## config.mk

```make
export PLATFORM = sky130hd
export DESIGN_NAME = ac_top
export DESIGN_NICKNAME = d
export VERILOG_FILES = /design/src/verilog/ac_pkg.sv /design/src/verilog/ac_top.sv /design/src/verilog/ac_regs.sv /design/src/verilog/eae_muldiv.sv /design/src/verilog/memref_unit.sv /design/src/verilog/operate_unit.sv
export VERILOG_INCLUDE_DIRS = /design/src /design/src/include
export SDC_FILE = /design/constraint.sdc
export NUM_CORES = 1
export LEC_CHECK = 0
export BUFFER_PORTS_ARGS = -buffer_cell sky130_fd_sc_hd__buf_2
export CAP_MARGIN = 20
export CELL_PAD_IN_SITES_DETAIL_PLACEMENT = 1
export CELL_PAD_IN_SITES_GLOBAL_PLACEMENT = 1
export CORE_MARGIN = 3
export CORE_UTILIZATION = 40
export DETAILED_ROUTE_END_ITERATION = 10
export PLACE_DENSITY = 0.78
export RECOVER_POWER = 50
export SYNTH_ARGS = -nofsm -noshare
export SYNTH_HDL_FRONTEND = slang
export SYNTH_SLANG_ARGS = --single-unit
```

## constraint.sdc

```tcl
create_clock -name clk -period 3.48 [get_ports clk]
set_input_delay 0.348 -clock clk [delete_from_list [all_inputs] [get_ports clk]]
set_output_delay 0.348 -clock clk [all_outputs]
set_load 0.005 [all_outputs]
```

## src/include/ac_defs.svh

```systemverilog
/*
 * Accumulator section constants: word and step-count widths, memory-reference
 * opcodes, operate-group match codes and the EAE loop length.
 */
`ifndef AC_DEFS_SVH
`define AC_DEFS_SVH

`define AC_WIDTH      12
`define SC_WIDTH      5

// memory-reference opcodes, instruction bits 0:2
`define OP_AND        3'o0
`define OP_TAD        3'o1
`define OP_DCA        3'o3

// operate groups, instruction bits 0:3
`define OPR_GRP1      4'b1110
`define OPR_GRP3      4'b1111   // group 3 also needs bit 11 set

// group-1 rotate field, instruction bits 8:10
`define ROT_BSW       3'b001
`define ROT_RAL       3'b010
`define ROT_RTL       3'b011
`define ROT_RAR       3'b100
`define ROT_RTR       3'b101

// extended arithmetic
`define EAE_MASK      12'o7417
`define OPR_MUL       12'o7405
`define OPR_DIV       12'o7407
`define MULDIV_STEPS  12

`endif
```

## src/verilog/ac_pkg.sv

```systemverilog
/*
 * Shared types of the accumulator section: the machine word, the EAE
 * step count and the machine-cycle phase code driven by the sequencer.
 */
`include "ac_defs.svh"

package ac_pkg;

    // bit 0 is the most significant bit
    typedef logic [0:`AC_WIDTH-1] word_t;

    typedef logic [`SC_WIDTH-1:0] sc_t;

    typedef enum logic [4:0]
    {
        F0,     // fetch setup
        FW,     // fetch wait
        F1,     // clear and complement, mq transfers
        F2,     // increment
        F3,     // rotates and byte swap
        E1,     // memory operand valid
        E2,     // and, tad
        E3,     // dca
        H2,     // clear pulse sampled here
        EAE0,   // mul/div setup
        EAE1,   // one mul/div step
        IDLE
    } phase_t;

endpackage

```

## src/verilog/ac_top.sv

```systemverilog
/*
 * Accumulator section top level. Operate, memory-reference and EAE units
 * feed next values into the shared link, ac and mq register block.
 */
`timescale 1ns/100ps

module ac_top (
    input  logic           clk,
    input  logic           reset,
    input  ac_pkg::phase_t phase,
    input  ac_pkg::word_t  instruction,
    input  ac_pkg::word_t  mdout,
    input  logic           clear,
    output logic           link,
    output ac_pkg::word_t  ac,
    output ac_pkg::word_t  mq,
    output logic           eae_loop
);

    logic          opr_ld;
    logic          opr_link;
    ac_pkg::word_t opr_ac;
    ac_pkg::word_t opr_mq;
    logic          mem_ld_ac;
    logic          mem_ld_link;
    ac_pkg::word_t mem_ac;
    logic          mem_link;
    logic          eae_ld;
    logic          eae_link;
    ac_pkg::word_t eae_ac;
    ac_pkg::word_t eae_mq;

    operate_unit operate_i (
        .phase       (phase),
        .instruction (instruction),
        .link        (link),
        .ac          (ac),
        .mq          (mq),
        .opr_ld      (opr_ld),
        .opr_link    (opr_link),
        .opr_ac      (opr_ac),
        .opr_mq      (opr_mq)
    );

    memref_unit memref_i (
        .clk         (clk),
        .reset       (reset),
        .phase       (phase),
        .instruction (instruction),
        .mdout       (mdout),
        .link        (link),
        .ac          (ac),
        .mem_ld_ac   (mem_ld_ac),
        .mem_ld_link (mem_ld_link),
        .mem_ac      (mem_ac),
        .mem_link    (mem_link)
    );

    eae_muldiv eae_i (
        .clk         (clk),
        .reset       (reset),
        .phase       (phase),
        .instruction (instruction),
        .mdout       (mdout),
        .link        (link),
        .ac          (ac),
        .mq          (mq),
        .eae_loop    (eae_loop),
        .eae_ld      (eae_ld),
        .eae_link    (eae_link),
        .eae_ac      (eae_ac),
        .eae_mq      (eae_mq)
    );

    ac_regs regs_i (
        .clk         (clk),
        .reset       (reset),
        .phase       (phase),
        .clear       (clear),
        .opr_ld      (opr_ld),
        .opr_link    (opr_link),
        .opr_ac      (opr_ac),
        .opr_mq      (opr_mq),
        .mem_ld_ac   (mem_ld_ac),
        .mem_ld_link (mem_ld_link),
        .mem_ac      (mem_ac),
        .mem_link    (mem_link),
        .eae_ld      (eae_ld),
        .eae_link    (eae_link),
        .eae_ac      (eae_ac),
        .eae_mq      (eae_mq),
        .link        (link),
        .ac          (ac),
        .mq          (mq)
    );

endmodule

```

## src/verilog/ac_regs.sv

```systemverilog
/*
 * Link, accumulator and mq registers. Loads from whichever unit strobes
 * and zeroes all three on reset or on the H2 clear pulse.
 */
`timescale 1ns/100ps

module ac_regs (
    input  logic           clk,
    input  logic           reset,
    input  ac_pkg::phase_t phase,
    input  logic           clear,
    input  logic           opr_ld,
    input  logic           opr_link,
    input  ac_pkg::word_t  opr_ac,
    input  ac_pkg::word_t  opr_mq,
    input  logic           mem_ld_ac,
    input  logic           mem_ld_link,
    input  ac_pkg::word_t  mem_ac,
    input  logic           mem_link,
    input  logic           eae_ld,
    input  logic           eae_link,
    input  ac_pkg::word_t  eae_ac,
    input  ac_pkg::word_t  eae_mq,
    output logic           link,
    output ac_pkg::word_t  ac,
    output ac_pkg::word_t  mq
);

    logic clear_now;

    assign clear_now = clear && (phase == ac_pkg::H2);

    always_ff @(posedge clk)
    begin
        if (reset || clear_now)
        begin
            link <= 1'b0;
            ac   <= '0;
            mq   <= '0;
        end
        else if (opr_ld)
        begin
            link <= opr_link;
            ac   <= opr_ac;
            mq   <= opr_mq;
        end
        else if (eae_ld)
        begin
            link <= eae_link;
            ac   <= eae_ac;
            mq   <= eae_mq;
        end
        else
        begin
            if (mem_ld_ac)
                ac <= mem_ac;
            if (mem_ld_link)
                link <= mem_link;   // tad carry
        end
    end

endmodule

```

## src/verilog/eae_muldiv.sv

```systemverilog
/*
 * Extended arithmetic, mode A multiply and divide. EAE0 sets up the loop,
 * then each EAE1 cycle does one shift-add or shift-subtract step.
 */
`timescale 1ns/100ps
`include "ac_defs.svh"

module eae_muldiv (
    input  logic           clk,
    input  logic           reset,
    input  ac_pkg::phase_t phase,
    input  ac_pkg::word_t  instruction,
    input  ac_pkg::word_t  mdout,
    input  logic           link,
    input  ac_pkg::word_t  ac,
    input  ac_pkg::word_t  mq,
    output logic           eae_loop,
    output logic           eae_ld,
    output logic           eae_link,
    output ac_pkg::word_t  eae_ac,
    output ac_pkg::word_t  eae_mq
);

    ac_pkg::sc_t   sc;          // steps left
    ac_pkg::word_t eae_op;
    logic          is_mul;
    logic          is_div;
    logic [0:12]   mul_sum;     // ac + mdout with carry
    logic [0:12]   div_ov;      // borrow in bit 0 means no overflow
    logic [0:12]   div_temp;    // trial subtract of the shifted remainder

    assign eae_op   = instruction & `EAE_MASK;
    assign is_mul   = (eae_op == `OPR_MUL);
    assign is_div   = (eae_op == `OPR_DIV);
    assign mul_sum  = {1'b0, ac} + {1'b0, mdout};
    assign div_ov   = {1'b0, ac} - {1'b0, mdout};
    assign div_temp = {ac, mq[0]} - {1'b0, mdout};

    always_ff @(posedge clk)
    begin
        if (reset)
        begin
            eae_loop <= 1'b0;
            sc       <= '0;
        end
        else if (phase == ac_pkg::EAE0)
        begin
            if (is_mul || (is_div && div_ov[0]))
            begin
                eae_loop <= 1'b1;
                sc       <= ac_pkg::sc_t'(`MULDIV_STEPS);
            end
        end
        else if ((phase == ac_pkg::EAE1) && eae_loop)
        begin
            sc <= sc - ac_pkg::sc_t'(1);
            if (sc == ac_pkg::sc_t'(1))
                eae_loop <= 1'b0;           // last step taken
        end
    end

    always_comb
    begin
        eae_ld   = 1'b0;
        eae_link = link;
        eae_ac   = ac;
        eae_mq   = mq;
        if (phase == ac_pkg::EAE0)
        begin
            if (is_mul)
            begin
                eae_ld   = 1'b1;
                eae_link = 1'b0;
            end
            else if (is_div)
            begin
                eae_ld   = 1'b1;
                eae_link = ~div_ov[0];      // ac >= divisor is overflow
            end
        end
        else if ((phase == ac_pkg::EAE1) && eae_loop)
        begin
            if (is_mul)
            begin
                eae_ld = 1'b1;
                if (mq[11])
                begin
                    eae_ac = mul_sum[0:11];             // add then shift right
                    eae_mq = {mul_sum[12], mq[0:10]};
                end
                else
                begin
                    eae_ac = {1'b0, ac[0:10]};
                    eae_mq = {ac[11], mq[0:10]};
                end
            end
            else if (is_div)
            begin
                eae_ld = 1'b1;
                if (!div_temp[0])
                begin
                    eae_ac = div_temp[1:12];            // subtract fits, quotient bit 1
                    eae_mq = {mq[1:11], 1'b1};
                end
                else
                begin
                    eae_ac = {ac[1:11], mq[0]};         // restore, just shift
                    eae_mq = {mq[1:11], 1'b0};
                end
            end
        end
    end

endmodule

```

## src/verilog/memref_unit.sv

```systemverilog
/*
 * Memory-reference execute. Latches the operand in E1, forms AND and TAD
 * in E2 and clears ac for DCA in E3.
 */
`timescale 1ns/100ps
`include "ac_defs.svh"

module memref_unit (
    input  logic           clk,
    input  logic           reset,
    input  ac_pkg::phase_t phase,
    input  ac_pkg::word_t  instruction,
    input  ac_pkg::word_t  mdout,
    input  logic           link,
    input  ac_pkg::word_t  ac,
    output logic           mem_ld_ac,
    output logic           mem_ld_link,
    output ac_pkg::word_t  mem_ac,
    output logic           mem_link
);

    ac_pkg::word_t operand;
    logic          operand_valid;   // set in E1, used up in E2
    logic [0:2]    opcode;
    logic [0:12]   tad_sum;

    assign opcode  = instruction[0:2];
    assign tad_sum = {link, ac} + {1'b0, operand};

    always_ff @(posedge clk)
    begin
        if (phase == ac_pkg::E1)
            operand <= mdout;
    end

    always_ff @(posedge clk)
    begin
        if (reset)
            operand_valid <= 1'b0;
        else if (phase == ac_pkg::E1)
            operand_valid <= 1'b1;
        else if (phase == ac_pkg::E2)
            operand_valid <= 1'b0;
    end

    always_comb
    begin
        mem_ld_ac   = 1'b0;
        mem_ld_link = 1'b0;
        mem_ac      = ac;
        mem_link    = link;
        if ((phase == ac_pkg::E2) && operand_valid)
        begin
            if (opcode == `OP_AND)
            begin
                mem_ld_ac = 1'b1;
                mem_ac    = ac & operand;
            end
            else if (opcode == `OP_TAD)
            begin
                mem_ld_ac            = 1'b1;
                mem_ld_link          = 1'b1;
                {mem_link, mem_ac}   = tad_sum;    // carry flips into link
            end
        end
        else if ((phase == ac_pkg::E3) && (opcode == `OP_DCA))
        begin
            mem_ld_ac = 1'b1;                      // store happened, ac cleared
            mem_ac    = '0;
        end
    end

endmodule

```

## src/verilog/operate_unit.sv

```systemverilog
/*
 * Operate instruction decode. Applies group-1 and group-3 microinstructions
 * in phases F1, F2 and F3 and presents the next link, ac and mq.
 */
`timescale 1ns/100ps
`include "ac_defs.svh"

module operate_unit (
    input  ac_pkg::phase_t phase,
    input  ac_pkg::word_t  instruction,
    input  logic           link,
    input  ac_pkg::word_t  ac,
    input  ac_pkg::word_t  mq,
    output logic           opr_ld,
    output logic           opr_link,
    output ac_pkg::word_t  opr_ac,
    output ac_pkg::word_t  opr_mq
);

    logic          grp1;
    logic          grp3;
    logic [0:2]    rot;
    logic          g1_link;
    ac_pkg::word_t g1_ac;
    ac_pkg::word_t g3_cla_ac;   // ac after the group-3 clear
    ac_pkg::word_t g3_ac;
    ac_pkg::word_t g3_mq;
    logic [0:12]   inc_sum;

    assign grp1 = (instruction[0:3] == `OPR_GRP1);
    assign grp3 = (instruction[0:3] == `OPR_GRP3) && instruction[11];
    assign rot  = instruction[8:10];

    // group 1, clear before complement
    always_comb
    begin
        g1_ac   = instruction[4] ? '0 : ac;         // cla
        g1_link = instruction[5] ? 1'b0 : link;     // cll
        if (instruction[6])
            g1_ac = ~g1_ac;                         // cma
        if (instruction[7])
            g1_link = ~g1_link;                     // cml
    end

    // group 3: bit 4 cla, bit 5 mqa, bit 7 mql
    // these combine into swp, cam, acl and cla swp
    assign g3_cla_ac = instruction[4] ? '0 : ac;
    assign g3_ac     = (instruction[5] ? mq : '0) | (instruction[7] ? '0 : g3_cla_ac);
    assign g3_mq     = instruction[7] ? g3_cla_ac : mq;

    assign inc_sum = {link, ac} + 13'd1;            // carry out lands in link

    always_comb
    begin
        opr_ld   = 1'b0;
        opr_link = link;
        opr_ac   = ac;
        opr_mq   = mq;
        case (phase)
            ac_pkg::F1:
            begin
                if (grp1)
                begin
                    opr_ld   = 1'b1;
                    opr_link = g1_link;
                    opr_ac   = g1_ac;
                end
                else if (grp3)
                begin
                    opr_ld = 1'b1;
                    opr_ac = g3_ac;
                    opr_mq = g3_mq;
                end
            end
            ac_pkg::F2:
            begin
                if (grp1 && instruction[11])            // iac
                begin
                    opr_ld              = 1'b1;
                    {opr_link, opr_ac}  = inc_sum;
                end
            end
            ac_pkg::F3:
            begin
                if (grp1)
                begin
                    opr_ld = 1'b1;
                    case (rot)
                        `ROT_BSW: opr_ac = {ac[6:11], ac[0:5]};
                        `ROT_RAL: {opr_link, opr_ac} = {ac, link};
                        `ROT_RTL: {opr_link, opr_ac} = {ac[1:11], link, ac[0]};
                        `ROT_RAR: {opr_link, opr_ac} = {ac[11], link, ac[0:10]};
                        `ROT_RTR: {opr_link, opr_ac} = {ac[10:11], link, ac[0:9]};
                        default:  opr_ld = 1'b0;    // no shift coded
                    endcase
                end
            end
            default:;
        endcase
    end

endmodule

```

# Word-level counts from Yosys, hierarchy flattened

Index checks and enable logic that the tools add are counted.

Add/sub/neg operators: 6
Equal/unequal tests: 40
Multiplexer cells: 76
Bitwise operators: 5
Reductions and logical operators: 27

Operators with widths:

| kind                    | number |
|---|---|
| $mux W12                | 32 |
| $pmux W12 S5            | 1 |
| $mux W1                 | 36 |
| $pmux W12 S3            | 1 |
| $reduce_and A11 Y1      | 2 |
| $eq A5 B3 Y1 const B    | 4 |
| $ne A3 B3 Y1 const B    | 6 |
| $eq A8 B8 Y1 const B    | 2 |
| $eq A5 B4 Y1 const B    | 3 |
| $mux W5                 | 3 |
| $reduce_bool A3 Y1      | 5 |
| $add A12 B12 Y13        | 1 |
| $add A13 B1 Y13 const B | 1 |
| $add A13 B12 Y13        | 1 |
| $sub A12 B12 Y13        | 1 |
| $sub A13 B12 Y13        | 1 |
| $and A12 B12 Y12        | 1 |
| $ne A4 B4 Y1 const B    | 3 |
| $not A12 Y12            | 1 |
| $or A12 B12 Y12         | 1 |
| $eq A5 B2 Y1 const B    | 2 |
| $ne A2 B2 Y1 const B    | 5 |
| $reduce_bool A2 Y1      | 5 |
| $eq A3 B2 Y1 const B    | 3 |
| other kinds (21)        | 33 |

Register bits after elaboration: 44
Input port bits: 32
Output and inout bits: 26
Logic and storage cells: 161

# Logic depth before layout (Yosys ltp)

Word-level depth: 8
Depth in mapped cells: 12

# Cells and area by module

A second synthesis with hierarchy kept.

Cells, all modules: 996
Area total of the unflattened synthesis: 7322.0 um^2

By module, submodules not included:

| module       | times used | cells each | area an instance (um^2) |
|---|---|---|---|
| eae_muldiv   | 1          | 346        | 2478.6 |
| operate_unit | 1          | 345        | 2117.0 |
| ac_regs      | 1          | 154        | 1387.6 |
| memref_unit  | 1          | 151        | 1338.8 |

# Worst setup path after synthesis

OpenSTA, ideal clock, no wires.

Path kind: register -> register
Start point: register regs_i.ac[0]
End point: register regs_i.ac[9]
Data arrival time: 2.744 ns
Required time: 3.361 ns
Path slack: 0.617 ns
Stages on the path, launching flop included: 13
Buffers on the path: 2
Clock period less this slack: 2.863 ns
Cell sequence: dfxtp_1 > clkbuf_1 > inv_1 > fa_1 > nor2b_1 > o31a_1 > o211ai_1 > a21o_1 > and3_1 > buf_4 > mux2i_1 > o221ai_1 > o221a_2

Longest elaborated chain between the ends: 8

RTL lines:

| element                | RTL line          | text |
|---|---|---|
| start, declared        | ac_regs.sv:25     | `output ac_pkg::word_t ac,` |
| start signal, assigned | ac_regs.sv:44     | `ac <= opr_ac;` |
| start signal, assigned | ac_regs.sv:56     | `ac <= mem_ac;` |
| $sub A13 B12 Y13       | eae_muldiv.sv:37  | `assign div_temp = {ac, mq[0]} - {1'b0, mdout};` |
| $mux W12               | eae_muldiv.sv:100 | `if (!div_temp[0])` |
| $mux W12               | eae_muldiv.sv:97  | `else if (is_div)` |
| $mux W12               | eae_muldiv.sv:83  | `if (is_mul)` |
| $mux W12               | eae_muldiv.sv:81  | `else if ((phase == ac_pkg::EAE1) && eae_loop)` |
| $mux W12               | eae_muldiv.sv:68  | `if (phase == ac_pkg::EAE0)` |
| $mux W12               | ac_regs.sv:47     | `else if (eae_ld)` |
| $mux W12 *             | ac_regs.sv:41     | `else if (opr_ld)` |

Every way passes the cells marked *; elsewhere a longest branch is shown, timed or not. The select of a mux whose other input is x is not followed.
A chain may end at the register's enable or synchronous reset.

# Worst setup path in the final report

Start point: register regs_i.mq[11]
End point: register regs_i.ac[9]

Longest elaborated chain between the ends: 8

RTL lines:

| element                | RTL line          | text |
|---|---|---|
| start, declared        | ac_regs.sv:26     | `output ac_pkg::word_t mq` |
| start signal, assigned | ac_regs.sv:45     | `mq <= opr_mq;` |
| start signal, assigned | ac_regs.sv:51     | `mq <= eae_mq;` |
| $sub A13 B12 Y13       | eae_muldiv.sv:37  |  |
| $mux W12               | eae_muldiv.sv:100 |  |
| $mux W12               | eae_muldiv.sv:97  |  |
| $mux W12               | eae_muldiv.sv:83  |  |
| $mux W12               | eae_muldiv.sv:81  |  |
| $mux W12               | eae_muldiv.sv:68  |  |
| $mux W12               | ac_regs.sv:47     |  |
| $mux W12               | ac_regs.sv:41     |  |

No other way between the ends. The select of a mux whose other input is x is not followed.

==> run_results.csv <==
group,metric,value,unit
cells_and_area,drive_gt1_share,10.86,%
critical_path,required,3.69,ns
run,maxCapViolations,0,
timing,finalSetupViolCount,0,
power_and_ir_drop,vdd_drop_max,145.1,uV
critical_path,worst-path-buf-inv,1,
floorplanning,ios,58,
timing,fin_skew,0.008566,ns
cts,numCtsBuffers,5,
synthesis,post_synth.cell_area_avg,7.267,sq um
cells_and_area,diodes,0,
critical_path,critical_path.max_stage_delay,0.49,ns
critical_path,cp-startpoint,"regs_i.mq[11]$_SDFFE_PP0P_",
cts,root_buffer,"clkbuf_16",
critical_path,slowest_stage,"and3_1",
critical_path,path_max_fanout,7,
synthesis,yosys_most_used_dff,"dfxtp_1",
synthesis,ys_seq_elements,44,
critical_path,critical_path.top_delay_family,"compound AO/OA/AOI/OAI gates",
cells_and_area,final_nets,941,
critical_path,r2r-start,"regs_i.mq[11]$_SDFFE_PP0P_",
cts,clock-sinks,44,
timing,period_needed,3.294,ns
grt,overflow,0,
cts,clkTransAtPathRegs,0.07,ns
synthesis,synthTopCellsByArea,"dfxtp_1, ha_1, a21oi_1, edfxtp_1, mux2i_1",
critical_path,critPathCaptureType,"register",
synthesis,netlist_area,5908,sq um
timing,slew_violations,0,
routing,firstDrtPassIters,5,
hold_path,min_path_type,"in -> reg",
routing,remaining_drc_errors,0,
cts,cts_setup_buffers,0,
synthesis,synth_top_area_share,10.84,%
critical_path,worst_setup_path_start_kind,"register",
synthesis,synth_cell_types,72,
placed_design,place_congestion,0.9546,
timing,fin_tns_setup,0,ns
routing,viasPerCell,6.524,
critical_path,cp.arrival,3.50,ns
synthesis,ys_seq_area_share,16.94,%
floorplanning,die_h,127.5,um
synthesis,synth.most_common_cell,"a21oi_1",
routing,drt_iter0_drc,526,
critical_path,reg2reg_depth,11,
cts,cts_tree,"yes",
power_and_ir_drop,leakage,0.002493,uW
grt,grtUsageTotal,28.66,%
critical_path,reg2reg_slack,0.19,ns
cells_and_area,fin_cells,1036,
timing,fmax,303.6,MHz
timing,rsz0062_at_grt,"no",
grt,grt_pass1_wl,37490,um
placed_design,placed_cells,1028,
cts,clk_path_buf_depth,2,
synthesis,synthArstFlopShare,0,%
placed_design,dpl.hpwl,17710,um
power_and_ir_drop,power_density,199.2,nW/um^2
critical_path,crit_end,"regs_i.ac[9]$_SDFFE_PP0P_",
cts,insertion_delay,0.31,ns
cts,cts_resized,0,
grt,antenna_found_initial,0,
critical_path,path_cells,"inv_1, ha_1, fa_1, nor2b_1, o31a_1, o211ai_1, nand3_1, and3_1, mux2i_1, o221ai_1, o221a_2",
timing,period_share,94.65,%
timing,worstMarginPinSlew,0.9627,ns
timing,hold_violations,0,
cts,ctsHoldBuffers,0,
synthesis,yosysWarnings,0,
routing,wl_per_cell,22.61,um
floorplanning,core,14150,sq um
floorplanning,die_w,127.5,um
critical_path,worstReg2RegEnd,"regs_i.ac[9]$_SDFFE_PP0P_",
routing,drt_wl_total,23420,um
synthesis,synth_common_cells,"a21oi_1, nor2_1, nand2_1, ha_1, o21ai_0",
floorplanning,row_count,43,
timing,maxSlewHeadroom,35.73,%
cts,htreeDepth,2,
floorplanning,die-area,16270,sq um
grt,grt_max_degree,35,
floorplanning,initial_core_util,41.75,%
routing,num_vias,6759,
critical_path,path_depth,11,
synthesis,syn_nets,899,
synthesis,synth_cells,813,
cells_and_area,area_delta_synth_final,10.65,%
run_status,status,"completed",
placed_design,port_buffers,57,
routing,final_antenna_net_count,0,
power_and_ir_drop,fin_total_pwr,1302,uW
synthesis,yosys.area.top_type,"dfxtp_1",
grt,grt_pass1_vias,6898,
critical_path,crit_type,"reg -> reg",
synthesis,synth_edf_count,12,
## cell usage in the layout, fill, tap and decap left out, types with 8 or more instances in the layout
cell type and count:
a21oi_1 88, nor3_1 27, buf_2 38, a211oi_1 13, xor2_1 10, nor2_1 85
a221oi_1 9, a311oi_1 12, or3_1 8, o21a_1 9, nand2_1 76, mux2i_1 32
nand3_1 23, dfxtp_1 32, xnor2_1 29, o22ai_1 19, a31oi_1 8, nor2b_1 16
o21ai_0 38, inv_1 33, o211ai_1 11, nand2b_1 13, buf_4 28, edfxtp_1 12
clkbuf_1 22, o31ai_1 8, ha_1 51
## worst min path at each step
stage	end	slack, ns	depth (start not counted)	startpoint
floorplan	eae_i.eae_loop$_SDFFE_PP0P_	0.42	1	reset
global placement	eae_i.eae_loop$_SDFFE_PP0P_	0.47	2	eae_i.eae_loop$_SDFFE_PP0P_
detailed placement	eae_i.eae_loop$_SDFFE_PP0P_	0.47	2	eae_i.eae_loop$_SDFFE_PP0P_
CTS	memref_i.operand[5]$_DFFE_PP_	0.24	1	mdout[5]
global route	memref_i.operand[2]$_DFFE_PP_	0.30	1	mdout[2]
finish	memref_i.operand[2]$_DFFE_PP_	0.28	1	mdout[2]
## registers in the layout, summed over array words and instances, names as in the netlist
name / count
regs_i.mq: 12
eae_i.sc: 5
regs_i.link: 1
memref_i.operand: 12
eae_i.eae_loop: 1
memref_i.operand_valid: 1
regs_i.ac: 12
## layout make-up
| class | instances | area (sq um) |
|---|---|---|
| Fill cell | 1837 | 7612 |
| Multi-Input combinational cell | 684 | 4559 |
| Sequential cell | 44 | 1001 |
| Timing Repair Buffer | 87 | 479.2 |
| Tap cell | 180 | 225.2 |
| Clock buffer | 7 | 142.6 |
| Inverter | 33 | 123.9 |
| Clock inverter | 1 | 6.256 |
## where the power goes
group          leakage, uW  switching (uW)  internal [uW]
registers         0.000366            2.78            529
clock network    0.0000744             246            288
logic              0.00205             156           80.2
## metal layers
layer  track usage (%)  vias up  routed length [um]
met5                 0        -                   0
met4             8.202        0                 518
met3             4.849       40                1714
met2             47.26      267               10890
met1             38.53     3363               10300
li1                  -     3089                   -
## kinds of logic (layout without fill, tap and decap cells)
logic type                 count (synthesis)  after routing  synth area share [%]
buffers and inverters                     85            128                 5.887
xor gates and xnor gates                  39             39                 5.781
and+or+nand+nor                          288            288                 23.44
DFF                                       44             44                 16.94
muxes                                     35             35                 5.993
AOI/OAI and AO/OA                        268            268                 30.14
adders and majority gates                 54             54                 11.82
## metrics by stage
stage                     hold slack (ns)  instance area (sq um)  utilization, %  worst slack (ns)
after global routing               0.3043                   6538           46.20           0.03196
final                              0.2811                   6538           46.20            0.1863
after CTS                          0.2396                   6569           46.42            0.2626
after floorplan                    0.4171                   5908               -            0.6174
after global placement             0.4653                   6420           45.37            0.4515
after detailed placement           0.4750                   6420           45.37            0.3579
Power figures use the tool's default switching activity.
